$ cat src/sdram_pkg.sv
`default_nettype none

package sdram_pkg;

  localparam int clk_mhz = 100;
  localparam int clk_period_ns = 1000 / clk_mhz;

  // host side
  localparam int addr_width = 24;  // 32-bit word address
  localparam int data_width = 32;

  // device side, single x16 rank
  localparam int sdram_addr_width = 13;
  localparam int sdram_data_width = 16;
  localparam int col_width = 10;
  localparam int row_width = 13;
  localparam int bank_width = 2;
  localparam int burst_length = 2;
  localparam int cas_latency = 2;

  // datasheet figures in ns
  localparam int t_desl_ns = 100000;  // power-up delay
  localparam int t_mrd_ns = 14;
  localparam int t_rc_ns = 60;
  localparam int t_rcd_ns = 15;
  localparam int t_rp_ns = 15;
  localparam int t_wr_ns = 15;
  localparam int t_refi_ns = 7800;  // average refresh period

  // waits in clock cycles, rounded up
  localparam int init_wait = (t_desl_ns + clk_period_ns - 1) / clk_period_ns;
  localparam int precharge_wait = (t_rp_ns + clk_period_ns - 1) / clk_period_ns;
  localparam int refresh_wait = (t_rc_ns + clk_period_ns - 1) / clk_period_ns;
  localparam int load_mode_wait = (t_mrd_ns + clk_period_ns - 1) / clk_period_ns;
  localparam int active_wait = (t_rcd_ns + clk_period_ns - 1) / clk_period_ns;
  localparam int read_wait = cas_latency + burst_length;
  localparam int write_wait =
      burst_length + (t_wr_ns + t_rp_ns + clk_period_ns - 1) / clk_period_ns;
  localparam int refresh_interval = t_refi_ns / clk_period_ns - 10;  // keep some margin

  localparam int wait_cnt_width = 14;  // covers the whole init schedule

  // all banks on precharge, auto-precharge on read/write
  localparam int auto_precharge_bit = 10;

  // burst write, cas latency, sequential burst, burst length code
  localparam logic [sdram_addr_width-1:0] mode_reg_value = {
    3'b000, 1'b0, 2'b00, 3'(cas_latency), 1'b0, 3'($clog2(burst_length))
  };

  // {cs_n, ras_n, cas_n, we_n}
  typedef enum logic [3:0] {
    cmd_deselect     = 4'hf,
    cmd_load_mode    = 4'h0,
    cmd_auto_refresh = 4'h1,
    cmd_precharge    = 4'h2,
    cmd_active       = 4'h3,
    cmd_write        = 4'h4,
    cmd_read         = 4'h5,
    cmd_nop          = 4'h7
  } sdram_cmd_e;

  typedef enum logic [2:0] {
    st_init,
    st_mode,
    st_idle,
    st_active,
    st_read,
    st_write,
    st_refresh
  } seq_state_e;

endpackage

`default_nettype wire

$ cat src/sdram_req_if.sv
`timescale 1ns/1ps
`default_nettype none

// latched host request, shared by sequencer and data path
interface sdram_req_if;

  logic [sdram_pkg::bank_width-1:0]   bank;
  logic [sdram_pkg::row_width-1:0]    row;
  logic [sdram_pkg::col_width-1:0]    col;  // half-word column
  logic [sdram_pkg::data_width-1:0]   data;
  logic [sdram_pkg::data_width/8-1:0] byte_mask;  // 1 masks the byte
  logic                               we;

  modport source(output bank, row, col, data, byte_mask, we);

  modport seq(input bank, row, col, we);

  modport dp(input data, byte_mask);

endinterface

`default_nettype wire

$ cat src/sdram_request_reg.sv
`timescale 1ns/1ps
`default_nettype none

module sdram_request_reg (
  input  wire                                    clk,
  input  wire                                    start,
  input  wire  [sdram_pkg::addr_width-1:0]       addr,
  input  wire  [sdram_pkg::data_width-1:0]       data,
  input  wire  [sdram_pkg::data_width/8-1:0]     bwe,
  input  wire                                    we,
  sdram_req_if.source                            req_bus
);

  // word address is {bank, row, word column}
  always_ff @(posedge clk) begin
    if (start) begin
      req_bus.bank <= addr[sdram_pkg::addr_width-1 -: sdram_pkg::bank_width];
      req_bus.row  <= addr[sdram_pkg::col_width-1 +: sdram_pkg::row_width];
      // two half-words per 32-bit word
      req_bus.col  <= {addr[sdram_pkg::col_width-2:0], 1'b0};
      req_bus.data <= data;
      req_bus.byte_mask <= ~bwe;  // dqm is active high
      req_bus.we   <= we;
    end
  end

endmodule

`default_nettype wire

$ cat src/flat_wrapper.sv
// flat-port wrapper written by rule: the top's interface ports become plain ports
module sdram_request_reg_flat 
  (clk, start, addr, data, bwe, we, req_bus_bank, req_bus_row, req_bus_col, req_bus_data, req_bus_byte_mask, req_bus_we);
  sdram_req_if req_bus_i ();
  input  wire clk;
  input  wire start;
  input  wire  [sdram_pkg::addr_width-1:0] addr;
  input  wire  [sdram_pkg::data_width-1:0] data;
  input  wire  [sdram_pkg::data_width/8-1:0] bwe;
  input  wire we;
  output wire logic [$bits(req_bus_i.bank)-1:0] req_bus_bank;
  output wire logic [$bits(req_bus_i.row)-1:0] req_bus_row;
  output wire logic [$bits(req_bus_i.col)-1:0] req_bus_col;
  output wire logic [$bits(req_bus_i.data)-1:0] req_bus_data;
  output wire logic [$bits(req_bus_i.byte_mask)-1:0] req_bus_byte_mask;
  output wire logic [$bits(req_bus_i.we)-1:0] req_bus_we;
  assign req_bus_bank = req_bus_i.bank;
  assign req_bus_row = req_bus_i.row;
  assign req_bus_col = req_bus_i.col;
  assign req_bus_data = req_bus_i.data;
  assign req_bus_byte_mask = req_bus_i.byte_mask;
  assign req_bus_we = req_bus_i.we;
  sdram_request_reg u_core (.clk(clk), .start(start), .addr(addr), .data(data), .bwe(bwe), .we(we), .req_bus(req_bus_i));
endmodule
$ cat config.mk
export PLATFORM = sky130hd
export DESIGN_NAME = sdram_request_reg_flat
export DESIGN_NICKNAME = d
export VERILOG_FILES = /design/src/sdram_pkg.sv /design/src/sdram_req_if.sv /design/src/sdram_request_reg.sv /design/src/flat_wrapper.sv
export SDC_FILE = /design/constraint.sdc
export NUM_CORES = 1
export LEC_CHECK = 0
export ABC_AREA = 0
export BUFFER_PORTS_ARGS = -buffer_cell sky130_fd_sc_hd__buf_2
export CAP_MARGIN = 10
export CORE_MARGIN = 2
export CORE_UTILIZATION = 26
export CTS_CLUSTER_SIZE = 8
export DETAILED_ROUTE_END_ITERATION = 10
export HOLD_SLACK_MARGIN = 0.08
export PLACE_DENSITY = 0.55
export SYNTH_ARGS = -nofsm -noshare
export SYNTH_HDL_FRONTEND = slang
export SYNTH_SLANG_ARGS = --single-unit
$ cat constraint.sdc
create_clock -name clk -period 0.8 [get_ports clk]
set_input_delay 0.08 -clock clk [delete_from_list [all_inputs] [get_ports clk]]
set_output_delay 0.08 -clock clk [all_outputs]
set_load 0.01 [all_outputs]
==> run metrics <==
Ant. Diodes=0; Setup crit end=req_bus_row[1]; Core Util, Final=49.87%; row cnt=30; die area=7838 um^2; final setup violating endpoints=61; hpwl dp=2.854 mm; status=finished with violations; net switching power of the design=1552 uW; via count=1364; cell area after layout=3426 um^2; fin cells=364; commonest non-fill, non-tap cell in the layout=buf_2; Port Buffers=123; Max FO, Critical Path=1; Comb pwr share=11.7%; P_int=5697 uW; synth warn=0; setup bufs post-CTS=0; wire per inst=12.49 um; leak pwr=0.001472 uW; sequential area share after synthesis=98.59%; largest net degree at the start of global routing=34; Iter 0 DRT Violations=51; drt first pass iters=4; DR vias/cell=3.747; routability congestion estimate=0.6756; Synth Instances=67; post-synthesis mux area share=0%; CTS tree=done; Worst Path Required=720 ps; Multi-input gate area=3.754 um^2; Critical Path Source=u_core.req_bus.row[1]$_DFFE_PP_; Synth Area in Compound Gates=0%; RSZ-0062 raised after global routing=yes; period utilization=117.2%; Worst Setup Start Kind=flip-flop; number of remaining DRC errors=0; Clock power frac=35.1%; all-layer global routing usage=11.73%; DP Cell Count=287; failing checks=setup timing; CP max-delay cell=edfxtp_1; Setup crit end kind=output port; Post-Syn Area=1858 um^2; Final Hold Fails=0; cell chain of the critical path=buf_2; vias in the first global route=1471; Worst-path clk slew=70 ps; Hold WC Path Type=in2reg; Layout area overhead=84.38%; number of max-cap violations=0; #FFs+latches synth=61; count of cell types in the netlist=4; NumNets Final=326; Adder-Cell Fraction of Synth Area=0%; # clock sinks=61; Worst Setup Slack post-DPL=34.24 ps; most frequent cells in the layout=122 x buf_2, 61 x dlygate4sd3_1, 61 x edfxtp_1; grt total ovfl=0; # H-tree levels=3; Arr. time, crit path=860 ps; Placed Area=2626 um^2; number of routed nets with antenna violations=0; Fin Hold WS=244.8 ps; global-route wire length before repair=6.520 mm; fin. max-slew vios=0; Final WS setup=-137.6 ps; xor/xnor share of the synthesized area=0%; Max Freq=1.067 GHz; VDD IR-drop max=1.025 mV; Initial Utilization=27.05%; clock root buffer master=clkbuf_8; Levels on crit path=1; Sequential Power Share=53.1%; power density over the cells=2116 nW/um^2; Crit path max-delay family=flip-flops; register area=1832 um^2; fillers=604; initial antenna violation count=0; clock period minus final worst setup slack=937.6 ps; syn_nets=130; Total Wirelength=4.547 mm; I/O pins=125; largest family of logic cells by synthesized area=buffers and inverters; critical path class=reg2out; clk buf depth=2; biggest cell delay along the critical path=380 ps; share of cells above drive strength 1=51.49%; CP Buf/Inv Count=1; width of the die=88.54 um; Inserted Clock Buffers=9; Die Ht=88.54 um; sw frac=21.41%; Simple-Gate Fraction of Synth Area=0%; core area=6869 um^2; post-synthesis average cell area=27.73 um^2
## how the worst min path moves through the flow
| stage | depth (start not counted) | slack [ps] | endpoint | from |
|---|---|---|---|---|
| after floorplan | 0 | 180 | u_core.req_bus.bank[0]$_DFFE_PP_ | addr[22] |
| after global placement | 1 | 260 | u_core.req_bus.col[7]$_DFFE_PP_ | addr[6] |
| after detailed placement | 1 | 260 | u_core.req_bus.data[12]$_DFFE_PP_ | data[12] |
| after CTS | 2 | 220 | u_core.req_bus.data[14]$_DFFE_PP_ | start |
| after global routing | 2 | 230 | u_core.req_bus.bank[1]$_DFFE_PP_ | start |
| final | 2 | 240 | u_core.req_bus.byte_mask[1]$_DFFE_PP_ | start |
## cell usage after synthesis
cell type	n	share of area [%]
edfxtp_1	61	99
buf_4	1	0.40
inv_1	4	0.81
conb_1	1	0.20
## routing by layer
| layer | wire, um | GRT usage (%) | vias up | part of all wire, % |
|---|---|---|---|---|
| met5 | 0 | 0 | - | 0 |
| met4 | 131 | 7.438 | 0 | 2.9 |
| met3 | 425 | 5.597 | 13 | 9.3 |
| met2 | 2244 | 19.21 | 77 | 49 |
| met1 | 1746 | 12.07 | 621 | 38 |
| li1 | - | - | 653 | - |
## per-stage QoR
| step | total power (uW) | setup TNS (ps) |
|---|---|---|
| floorplan | 4083 | 0 |
| global placement | 4536 | 0 |
| detailed placement | 4541 | 0 |
| CTS | 7340 | -8151 |
| global route | 7585 | -9628 |
| finish | 7249 | -6636 |
## repair_timing
item | 4_1_cts | 5_1_grt
cloned | 0 | 0
hold buffers | 61 | 0
pin swaps | 0 | 0
hold endpoints to repair | 61 | 0
resized for setup | 0 | 2
endpoints found under the setup margin | 61 | 61
## cells by family after synthesis
logic type,Yosys count
buf+inv,5
flops,61
other cells,1
## final cells by class
type / instances / area share, %
tap: 96 / 3.506
clock inverter: 5 / 1.497
inverter: 4 / 0.4383
timing repair buffer: 186 / 37.14
sequential: 61 / 53.47
clock buffer: 11 / 3.835
multi-input combinational: 1 / 0.1096
## state kept, by name (all words and copies together), names as in the netlist
register and cells:
u_core.req_bus.bank 2, u_core.req_bus.byte_mask 4, u_core.req_bus.we 1, u_core.req_bus.row 13, u_core.req_bus.data 32, u_core.req_bus.col 9
## power groups by stage
stage | registers [uW] | logic [uW] | clock network [uW]
2_1_floorplan | 4070 | 8.80 | 0
3_3_place_gp | 3920 | 617 | 0
3_5_place_dp | 3920 | 621 | 0
4_1_cts | 3850 | 851 | 2640
5_1_grt | 3870 | 920 | 2790
6_report | 3850 | 851 | 2550
Power figures use the tool's default switching activity.
