[src/sdram_pkg.sv]
`default_nettype none

package sdram_pkg;

  localparam int clk_mhz = 100;
  localparam int clk_period_ns = 1000 / clk_mhz;

  // host side
  localparam int addr_width = 24;  // 32-bit word address
  localparam int data_width = 32;

  // device side, single x16 rank
  localparam int sdram_addr_width = 13;
  localparam int sdram_data_width = 16;
  localparam int col_width = 10;
  localparam int row_width = 13;
  localparam int bank_width = 2;
  localparam int burst_length = 2;
  localparam int cas_latency = 2;

  // datasheet figures in ns
  localparam int t_desl_ns = 100000;  // power-up delay
  localparam int t_mrd_ns = 14;
  localparam int t_rc_ns = 60;
  localparam int t_rcd_ns = 15;
  localparam int t_rp_ns = 15;
  localparam int t_wr_ns = 15;
  localparam int t_refi_ns = 7800;  // average refresh period

  // waits in clock cycles, rounded up
  localparam int init_wait = (t_desl_ns + clk_period_ns - 1) / clk_period_ns;
  localparam int precharge_wait = (t_rp_ns + clk_period_ns - 1) / clk_period_ns;
  localparam int refresh_wait = (t_rc_ns + clk_period_ns - 1) / clk_period_ns;
  localparam int load_mode_wait = (t_mrd_ns + clk_period_ns - 1) / clk_period_ns;
  localparam int active_wait = (t_rcd_ns + clk_period_ns - 1) / clk_period_ns;
  localparam int read_wait = cas_latency + burst_length;
  localparam int write_wait =
      burst_length + (t_wr_ns + t_rp_ns + clk_period_ns - 1) / clk_period_ns;
  localparam int refresh_interval = t_refi_ns / clk_period_ns - 10;  // keep some margin

  localparam int wait_cnt_width = 14;  // covers the whole init schedule

  // all banks on precharge, auto-precharge on read/write
  localparam int auto_precharge_bit = 10;

  // burst write, cas latency, sequential burst, burst length code
  localparam logic [sdram_addr_width-1:0] mode_reg_value = {
    3'b000, 1'b0, 2'b00, 3'(cas_latency), 1'b0, 3'($clog2(burst_length))
  };

  // {cs_n, ras_n, cas_n, we_n}
  typedef enum logic [3:0] {
    cmd_deselect     = 4'hf,
    cmd_load_mode    = 4'h0,
    cmd_auto_refresh = 4'h1,
    cmd_precharge    = 4'h2,
    cmd_active       = 4'h3,
    cmd_write        = 4'h4,
    cmd_read         = 4'h5,
    cmd_nop          = 4'h7
  } sdram_cmd_e;

  typedef enum logic [2:0] {
    st_init,
    st_mode,
    st_idle,
    st_active,
    st_read,
    st_write,
    st_refresh
  } seq_state_e;

endpackage

`default_nettype wire

[src/sdram_req_if.sv]
`timescale 1ns/1ps
`default_nettype none

// latched host request, shared by sequencer and data path
interface sdram_req_if;

  logic [sdram_pkg::bank_width-1:0]   bank;
  logic [sdram_pkg::row_width-1:0]    row;
  logic [sdram_pkg::col_width-1:0]    col;  // half-word column
  logic [sdram_pkg::data_width-1:0]   data;
  logic [sdram_pkg::data_width/8-1:0] byte_mask;  // 1 masks the byte
  logic                               we;

  modport source(output bank, row, col, data, byte_mask, we);

  modport seq(input bank, row, col, we);

  modport dp(input data, byte_mask);

endinterface

`default_nettype wire

[src/sdram_beat_if.sv]
`timescale 1ns/1ps
`default_nettype none

interface sdram_beat_if;

  logic wr_beat;   // write data on dq this cycle
  logic rd_beat;   // capture dq at end of this cycle
  logic beat_sel;  // 0 low half-word, 1 high
  logic rd_last;

  modport seq(output wr_beat, rd_beat, beat_sel, rd_last);

  modport dp(input wr_beat, rd_beat, beat_sel, rd_last);

endinterface

`default_nettype wire

[src/sdram_sequencer.sv]
`timescale 1ns/1ps
`default_nettype none

module sdram_sequencer (
  input  wire                                         clk,
  input  wire                                         reset,
  input  wire                                         req,
  output logic                                        ack,
  output logic                                        start,
  output sdram_pkg::sdram_cmd_e                       cmd,
  output logic [sdram_pkg::sdram_addr_width-1:0]      sdram_a,
  output logic [sdram_pkg::bank_width-1:0]            sdram_ba,
  output logic                                        sdram_cke,
  sdram_req_if.seq                                    req_bus,
  sdram_beat_if.seq                                   beats
);

  sdram_pkg::seq_state_e state;
  sdram_pkg::seq_state_e next_state;
  sdram_pkg::sdram_cmd_e next_cmd;

  logic [sdram_pkg::wait_cnt_width-1:0] wait_cnt;
  logic [sdram_pkg::wait_cnt_width-1:0] refresh_cnt;
  logic [sdram_pkg::wait_cnt_width-1:0] rd_idx;  // read beat index

  logic load_mode_done;
  logic active_done;
  logic op_done;
  logic should_refresh;

  assign load_mode_done = wait_cnt == sdram_pkg::load_mode_wait - 1;
  assign active_done    = wait_cnt == sdram_pkg::active_wait - 1;
  assign should_refresh = refresh_cnt >= sdram_pkg::refresh_interval - 1;

  // end of a read, write or refresh
  assign op_done =
      (state == sdram_pkg::st_read && wait_cnt == sdram_pkg::read_wait - 1) ||
      (state == sdram_pkg::st_write && wait_cnt == sdram_pkg::write_wait - 1) ||
      (state == sdram_pkg::st_refresh && wait_cnt == sdram_pkg::refresh_wait - 1);

  assign start = state == sdram_pkg::st_idle || op_done;

  always_comb begin
    next_state = state;
    next_cmd   = sdram_pkg::cmd_nop;
    case (state)
      sdram_pkg::st_init: begin
        if (wait_cnt == 0)
          next_cmd = sdram_pkg::cmd_deselect;
        if (wait_cnt == sdram_pkg::init_wait - 1)
          next_cmd = sdram_pkg::cmd_precharge;
        if (wait_cnt == sdram_pkg::init_wait + sdram_pkg::precharge_wait - 1)
          next_cmd = sdram_pkg::cmd_auto_refresh;
        if (wait_cnt == sdram_pkg::init_wait + sdram_pkg::precharge_wait +
                        sdram_pkg::refresh_wait - 1)
          next_cmd = sdram_pkg::cmd_auto_refresh;
        if (wait_cnt == sdram_pkg::init_wait + sdram_pkg::precharge_wait +
                        2 * sdram_pkg::refresh_wait - 1) begin
          next_state = sdram_pkg::st_mode;
          next_cmd   = sdram_pkg::cmd_load_mode;
        end
      end
      sdram_pkg::st_mode: begin
        if (load_mode_done) next_state = sdram_pkg::st_idle;
      end
      sdram_pkg::st_active: begin
        if (active_done) begin
          if (req_bus.we) begin
            next_state = sdram_pkg::st_write;
            next_cmd   = sdram_pkg::cmd_write;
          end else begin
            next_state = sdram_pkg::st_read;
            next_cmd   = sdram_pkg::cmd_read;
          end
        end
      end
      sdram_pkg::st_idle, sdram_pkg::st_read, sdram_pkg::st_write, sdram_pkg::st_refresh: begin
        // refresh wins over a waiting request
        if (start) begin
          if (should_refresh) begin
            next_state = sdram_pkg::st_refresh;
            next_cmd   = sdram_pkg::cmd_auto_refresh;
          end else if (req) begin
            next_state = sdram_pkg::st_active;
            next_cmd   = sdram_pkg::cmd_active;
          end else begin
            next_state = sdram_pkg::st_idle;
          end
        end
      end
      default: next_state = sdram_pkg::st_idle;
    endcase
  end

  always_ff @(posedge clk or posedge reset) begin
    if (reset) begin
      state <= sdram_pkg::st_init;
      cmd   <= sdram_pkg::cmd_nop;
    end else begin
      state <= next_state;
      cmd   <= next_cmd;
    end
  end

  always_ff @(posedge clk or posedge reset) begin
    if (reset)
      wait_cnt <= '0;
    else if (state != next_state)
      wait_cnt <= '0;
    else
      wait_cnt <= wait_cnt + 1'b1;
  end

  always_ff @(posedge clk or posedge reset) begin
    if (reset)
      refresh_cnt <= '0;
    else if (state == sdram_pkg::st_refresh && wait_cnt == 0)
      refresh_cnt <= '0;
    else
      refresh_cnt <= refresh_cnt + 1'b1;
  end

  assign ack       = state == sdram_pkg::st_active && wait_cnt == 0;
  assign sdram_cke = !(state == sdram_pkg::st_init && wait_cnt == 0);  // low one cycle

  // data shows up cas_latency cycles after the read command
  assign rd_idx = wait_cnt - sdram_pkg::wait_cnt_width'(sdram_pkg::cas_latency);

  assign beats.wr_beat  = state == sdram_pkg::st_write && wait_cnt < sdram_pkg::burst_length;
  assign beats.rd_beat  = state == sdram_pkg::st_read && wait_cnt >= sdram_pkg::cas_latency &&
                          wait_cnt < sdram_pkg::read_wait;
  assign beats.beat_sel = wait_cnt[0];  // low half on even counts
  assign beats.rd_last  = beats.rd_beat && rd_idx == sdram_pkg::burst_length - 1;

  always_comb begin
    sdram_a  = '0;
    sdram_ba = '0;
    case (state)
      sdram_pkg::st_init: sdram_a[sdram_pkg::auto_precharge_bit] = 1'b1;  // precharge all
      sdram_pkg::st_mode: sdram_a = sdram_pkg::mode_reg_value;
      sdram_pkg::st_active: begin
        sdram_a[sdram_pkg::row_width-1:0] = req_bus.row;
        sdram_ba = req_bus.bank;
      end
      sdram_pkg::st_read, sdram_pkg::st_write: begin
        sdram_a[sdram_pkg::col_width-1:0] = req_bus.col;
        sdram_a[sdram_pkg::auto_precharge_bit] = 1'b1;  // auto-precharge
        sdram_ba = req_bus.bank;
      end
      default: ;
    endcase
  end

endmodule

`default_nettype wire

[src/flat_wrapper.sv]
// flat-port wrapper written by rule: the top's interface ports become plain ports
module sdram_sequencer_flat 
  (clk, reset, req, ack, start, cmd, sdram_a, sdram_ba, sdram_cke, req_bus_bank, req_bus_row, req_bus_col, req_bus_we, beats_wr_beat, beats_rd_beat, beats_beat_sel, beats_rd_last);
  sdram_req_if req_bus_i ();
  sdram_beat_if beats_i ();
  input  wire clk;
  input  wire reset;
  input  wire req;
  output logic ack;
  output logic start;
  output sdram_pkg::sdram_cmd_e cmd;
  output logic [sdram_pkg::sdram_addr_width-1:0] sdram_a;
  output logic [sdram_pkg::bank_width-1:0] sdram_ba;
  output logic sdram_cke;
  input wire logic [$bits(req_bus_i.bank)-1:0] req_bus_bank;
  input wire logic [$bits(req_bus_i.row)-1:0] req_bus_row;
  input wire logic [$bits(req_bus_i.col)-1:0] req_bus_col;
  input wire logic [$bits(req_bus_i.we)-1:0] req_bus_we;
  output wire logic [$bits(beats_i.wr_beat)-1:0] beats_wr_beat;
  output wire logic [$bits(beats_i.rd_beat)-1:0] beats_rd_beat;
  output wire logic [$bits(beats_i.beat_sel)-1:0] beats_beat_sel;
  output wire logic [$bits(beats_i.rd_last)-1:0] beats_rd_last;
  assign req_bus_i.bank = req_bus_bank;
  assign req_bus_i.row = req_bus_row;
  assign req_bus_i.col = req_bus_col;
  assign req_bus_i.we = req_bus_we;
  assign beats_wr_beat = beats_i.wr_beat;
  assign beats_rd_beat = beats_i.rd_beat;
  assign beats_beat_sel = beats_i.beat_sel;
  assign beats_rd_last = beats_i.rd_last;
  sdram_sequencer u_core (.clk(clk), .reset(reset), .req(req), .ack(ack), .start(start), .cmd(cmd), .sdram_a(sdram_a), .sdram_ba(sdram_ba), .sdram_cke(sdram_cke), .req_bus(req_bus_i), .beats(beats_i));
endmodule
[config.mk]
export PLATFORM = sky130hd
export DESIGN_NAME = sdram_sequencer_flat
export DESIGN_NICKNAME = d
export VERILOG_FILES = /design/src/sdram_pkg.sv /design/src/sdram_req_if.sv /design/src/sdram_beat_if.sv /design/src/sdram_sequencer.sv /design/src/flat_wrapper.sv
export SDC_FILE = /design/constraint.sdc
export NUM_CORES = 1
export LEC_CHECK = 0
export BUFFER_PORTS_ARGS = -buffer_cell sky130_fd_sc_hd__buf_2
export CAP_MARGIN = 25
export CORE_MARGIN = 2
export CORE_UTILIZATION = 51
export DETAILED_ROUTE_END_ITERATION = 6
export HOLD_SLACK_MARGIN = 0.02
export MAX_ROUTING_LAYER = met4
export PLACE_DENSITY = 0.74
export SYNTH_ARGS = -nofsm -noshare
export SYNTH_HDL_FRONTEND = slang
export SYNTH_SLANG_ARGS = --single-unit
[constraint.sdc]
create_clock -name clk -period 2.91 [get_ports clk]
set_input_delay 0.582 -clock clk [delete_from_list [all_inputs] [get_ports clk]]
set_output_delay 0.582 -clock clk [all_outputs]
set_load 0.02 [all_outputs]
==> impl_metrics.tcl <==
set metrics [dict create \
    status "complete, no violations" \
    critPathKind "reg2out" \
    post-route-period-util 0.9653 \
    numCtsBuffers 5 \
    detail_route.first_pass.iterations 4 \
    clkTransAtPathRegs_ns 0.07 \
    wl_met1_microns 2689 \
    drt_wl_total_microns 6189 \
    syn_nets 320 \
    antennaDiodeCount 0 \
    die_w_microns 73.33 \
    grt_pass1_vias 2028 \
    grt_max_degree 25 \
    route.met2.wl_microns 2999 \
    fill_cells 413 \
    grt_pass1_wl_microns 9577 \
    timing.rr.start "u_core.wait_cnt[2]" \
    fin_setup_tns_ns 0 \
    rsz0062_at_grt "no" \
    postCtsHoldBufs 0 \
    drt-initial-drc-count 194 \
    rrSetupSlack_ns 0.33 \
    start_kind "flip-flop" \
    cts_sinks 35 \
    gp_congestion 0.9082 \
    clock_skew_ns 0.008249 \
    syn_area_sq_um 2451 \
    crit_chain "or4_4 > nor3_4 > nor4b_4 > nor4bb_4 > buf_2" \
    fin_cells 391 \
    synth_top_cells_by_area "dfrtp_1 (33%), nor2_1 (5.2%), xnor2_1 (5.0%)" \
    highest_layer "met4" \
    syn_inst 282 \
    synth_top_area_cell "dfrtp_1" \
    drive_gt1_frac 0.2878 \
    r2r_cells 5 \
    ff_latch_area_sq_um 882.1 \
    clockBufferDepth 2 \
    antenna_found_initial 0 \
    ys_seq_area_frac 0.3589 \
    min_path_type "in2async" \
    drcViolationCount 0 \
    syn_area_per_cell_sq_um 8.692 \
    clk_latency_ns 0.29 \
    cp_num_buf_inv 1 \
    cts_tree "built" \
    tightest_slew_ns 0.8366 \
    crit_required_ns 2.33 \
    ys.flop_type "dfrtp_1" \
    power_density_nw_per_um2 334.0 \
    port_buffers 54 \
    grt_overflow 0 \
    place_inst 383 \
    synthArstFlopShare 1.000 \
    critPathCaptureType "output pin" \
    die_h_microns 73.33 \
    fmax_ghz 0.3560 \
    netlist-cell-type-count 51 \
    slowest_stage "or4_4" \
    wl_met3_microns 440 \
    slew_viol_final 0 \
    critical_path.max_stage_delay_ns 0.57 \
    cts_root_buf "clkbuf_8" \
    relSlewSlack 0.4423 \
    cap_violations 0 \
    r2r-end "u_core.wait_cnt[12]" \
    vias 2318 \
    synth-seq-cells 35 \
    post-route-min-period_ns 2.809 \
    post-dp-hpwl_microns 4466 \
    dieArea_sq_um 5377 \
    p_leak_nw 1.334 \
    pin_count 55 \
    setup-violations-final 0 \
    core_sq_um 4692 \
    critPathMaxFanout 8 \
    htree_num_levels 2 \
    viasPerCell 5.928 \
    wl_per_cell_microns 15.83 \
    vdd_ir_drop_max_mv 0.3848 \
    multi_input_area_sq_um 1476 \
    drtAntennaViolNets 0 \
    worst_slack_ns 0.1009 \
    dp_slack_ns 0.3811 \
    std_cell_rows 25 \
    synthToLayoutAreaGrowth_pct 19.70 \
    yosysTopAreaCellShare 0.3267 \
    crit_family "simple AND/OR/NAND/NOR gates" \
    start_util 0.5224 \
    nets 374 \
    grt_usage 0.2365 \
    synth_edf_count 0 \
    finalHoldViolCount 0 \
    fin_total_pwr_uw 980.0 \
    cp.arrival_ns 2.23 \
    ys_warn_count 0 \
]
-- how the worst max path moves through the flow --
stage | start | to | slack [ns] | cells after the start
final | u_core.wait_cnt[9] | beats_rd_last | 0.10 | 5
after CTS | u_core.wait_cnt[9] | beats_rd_last | 0.05 | 5
after floorplan | u_core.wait_cnt[9] | beats_rd_last | 0.13 | 5
after global routing | u_core.wait_cnt[9] | beats_rd_last | 0.01 | 5
after detailed placement | u_core.wait_cnt[2] | u_core.wait_cnt[12] | 0.38 | 5
after global placement | u_core.wait_cnt[9] | u_core.wait_cnt[7] | 0.43 | 6
-- layout make-up --
class	instances	area share
Multi-Input combinational cell	217	0.5032
Clock inverter	2	0.01194
Sequential cell	35	0.3006
Inverter	14	0.01791
Clock buffer	6	0.02815
Tap cell	54	0.02303
Timing Repair Buffer	63	0.1151
-- worst reg2reg max path, delay by kind of cell (launching register included) --
kind / cells / cell delay, ns
DFF: 1 / 0.56
AOI/OAI and AO/OA: 3 / 0.66
and+or+nand+nor: 2 / 1.29
-- Yosys cell counts (4+ instances only) --
master / number
nand4_1: 11
a21oi_2: 10
dfrtp_1: 32
nor4_1: 4
a21oi_1: 10
clkbuf_1: 11
nand2_1: 29
ha_1: 9
inv_1: 14
nand3_1: 10
o21ai_0: 9
nor2_1: 34
xnor2_1: 14
a32o_1: 9
nor3_1: 6
xor2_1: 13
and3_1: 5
-- sequential cells by signal (all words and copies together) (netlist names) --
name and count:
u_core.wait_cnt 14, u_core.refresh_cnt 14, u_core.state 3, u_core.cmd 4
-- report_power, final --
| part | switching, mW | leakage (nW) | internal [mW] |
|---|---|---|---|
| logic | 0.0151 | 0.821 | 0.0140 |
| clock network | 0.187 | 0.0612 | 0.277 |
| registers | 0 | 0.451 | 0.486 |
| total | 0.202 | 1.33 | 0.778 |
-- cell families (layout without fill, tap and decap cells) --
family	Yosys count	in the layout	synth area share
buf+inv	30	85	0.05309
simple gates	125	125	0.2670
xor+xnor	27	27	0.09648
mux	2	2	0.008168
compound gates	54	54	0.1705
flops	35	35	0.3589
fa+ha+maj	9	9	0.04594
-- through the flow --
step | instance area, sq um | util | hold WS [ns]
CTS | 2927 | 0.6237 | 0.3488
floorplan | 2481 | - | 0.5049
detailed placement | 2809 | 0.5987 | 0.5348
global placement | 2809 | 0.5987 | 0.5265
global route | 2934 | 0.6253 | 0.3799
finish | 2934 | 0.6253 | 0.3386
-- layer usage --
layer / GRT usage / up-vias
met1: 0.3001 / 1099
met3: 0.03704 / 6
met2: 0.3974 / 107
met4: 0.05859 / 0
met5: - / -
li1: - / 1106
-- placed cells by master, fill, tap and decap left out, types with 3 or more instances in the layout --
cell type  instances
a32o_1             9
buf_4              9
buf_2             54
nand3_1           10
clkbuf_8           6
a21oi_2           10
dfstp_2            3
nand2_1           29
and3_1             5
xor2_1            13
inv_1             14
nor4_1             4
nor2_1            34
nor3_1             6
o21ai_0            9
and2_1             3
ha_1               9
nand4_1           11
a21oi_1           10
xnor2_1           14
dfrtp_1           30
-- what timing repair did --
action | CTS | global route
resized for setup | 0 | 3
buffers inserted | 0 | 0
setup endpoints to repair | 0 | 1
Note: power is estimated with default switching activity, not from simulation.
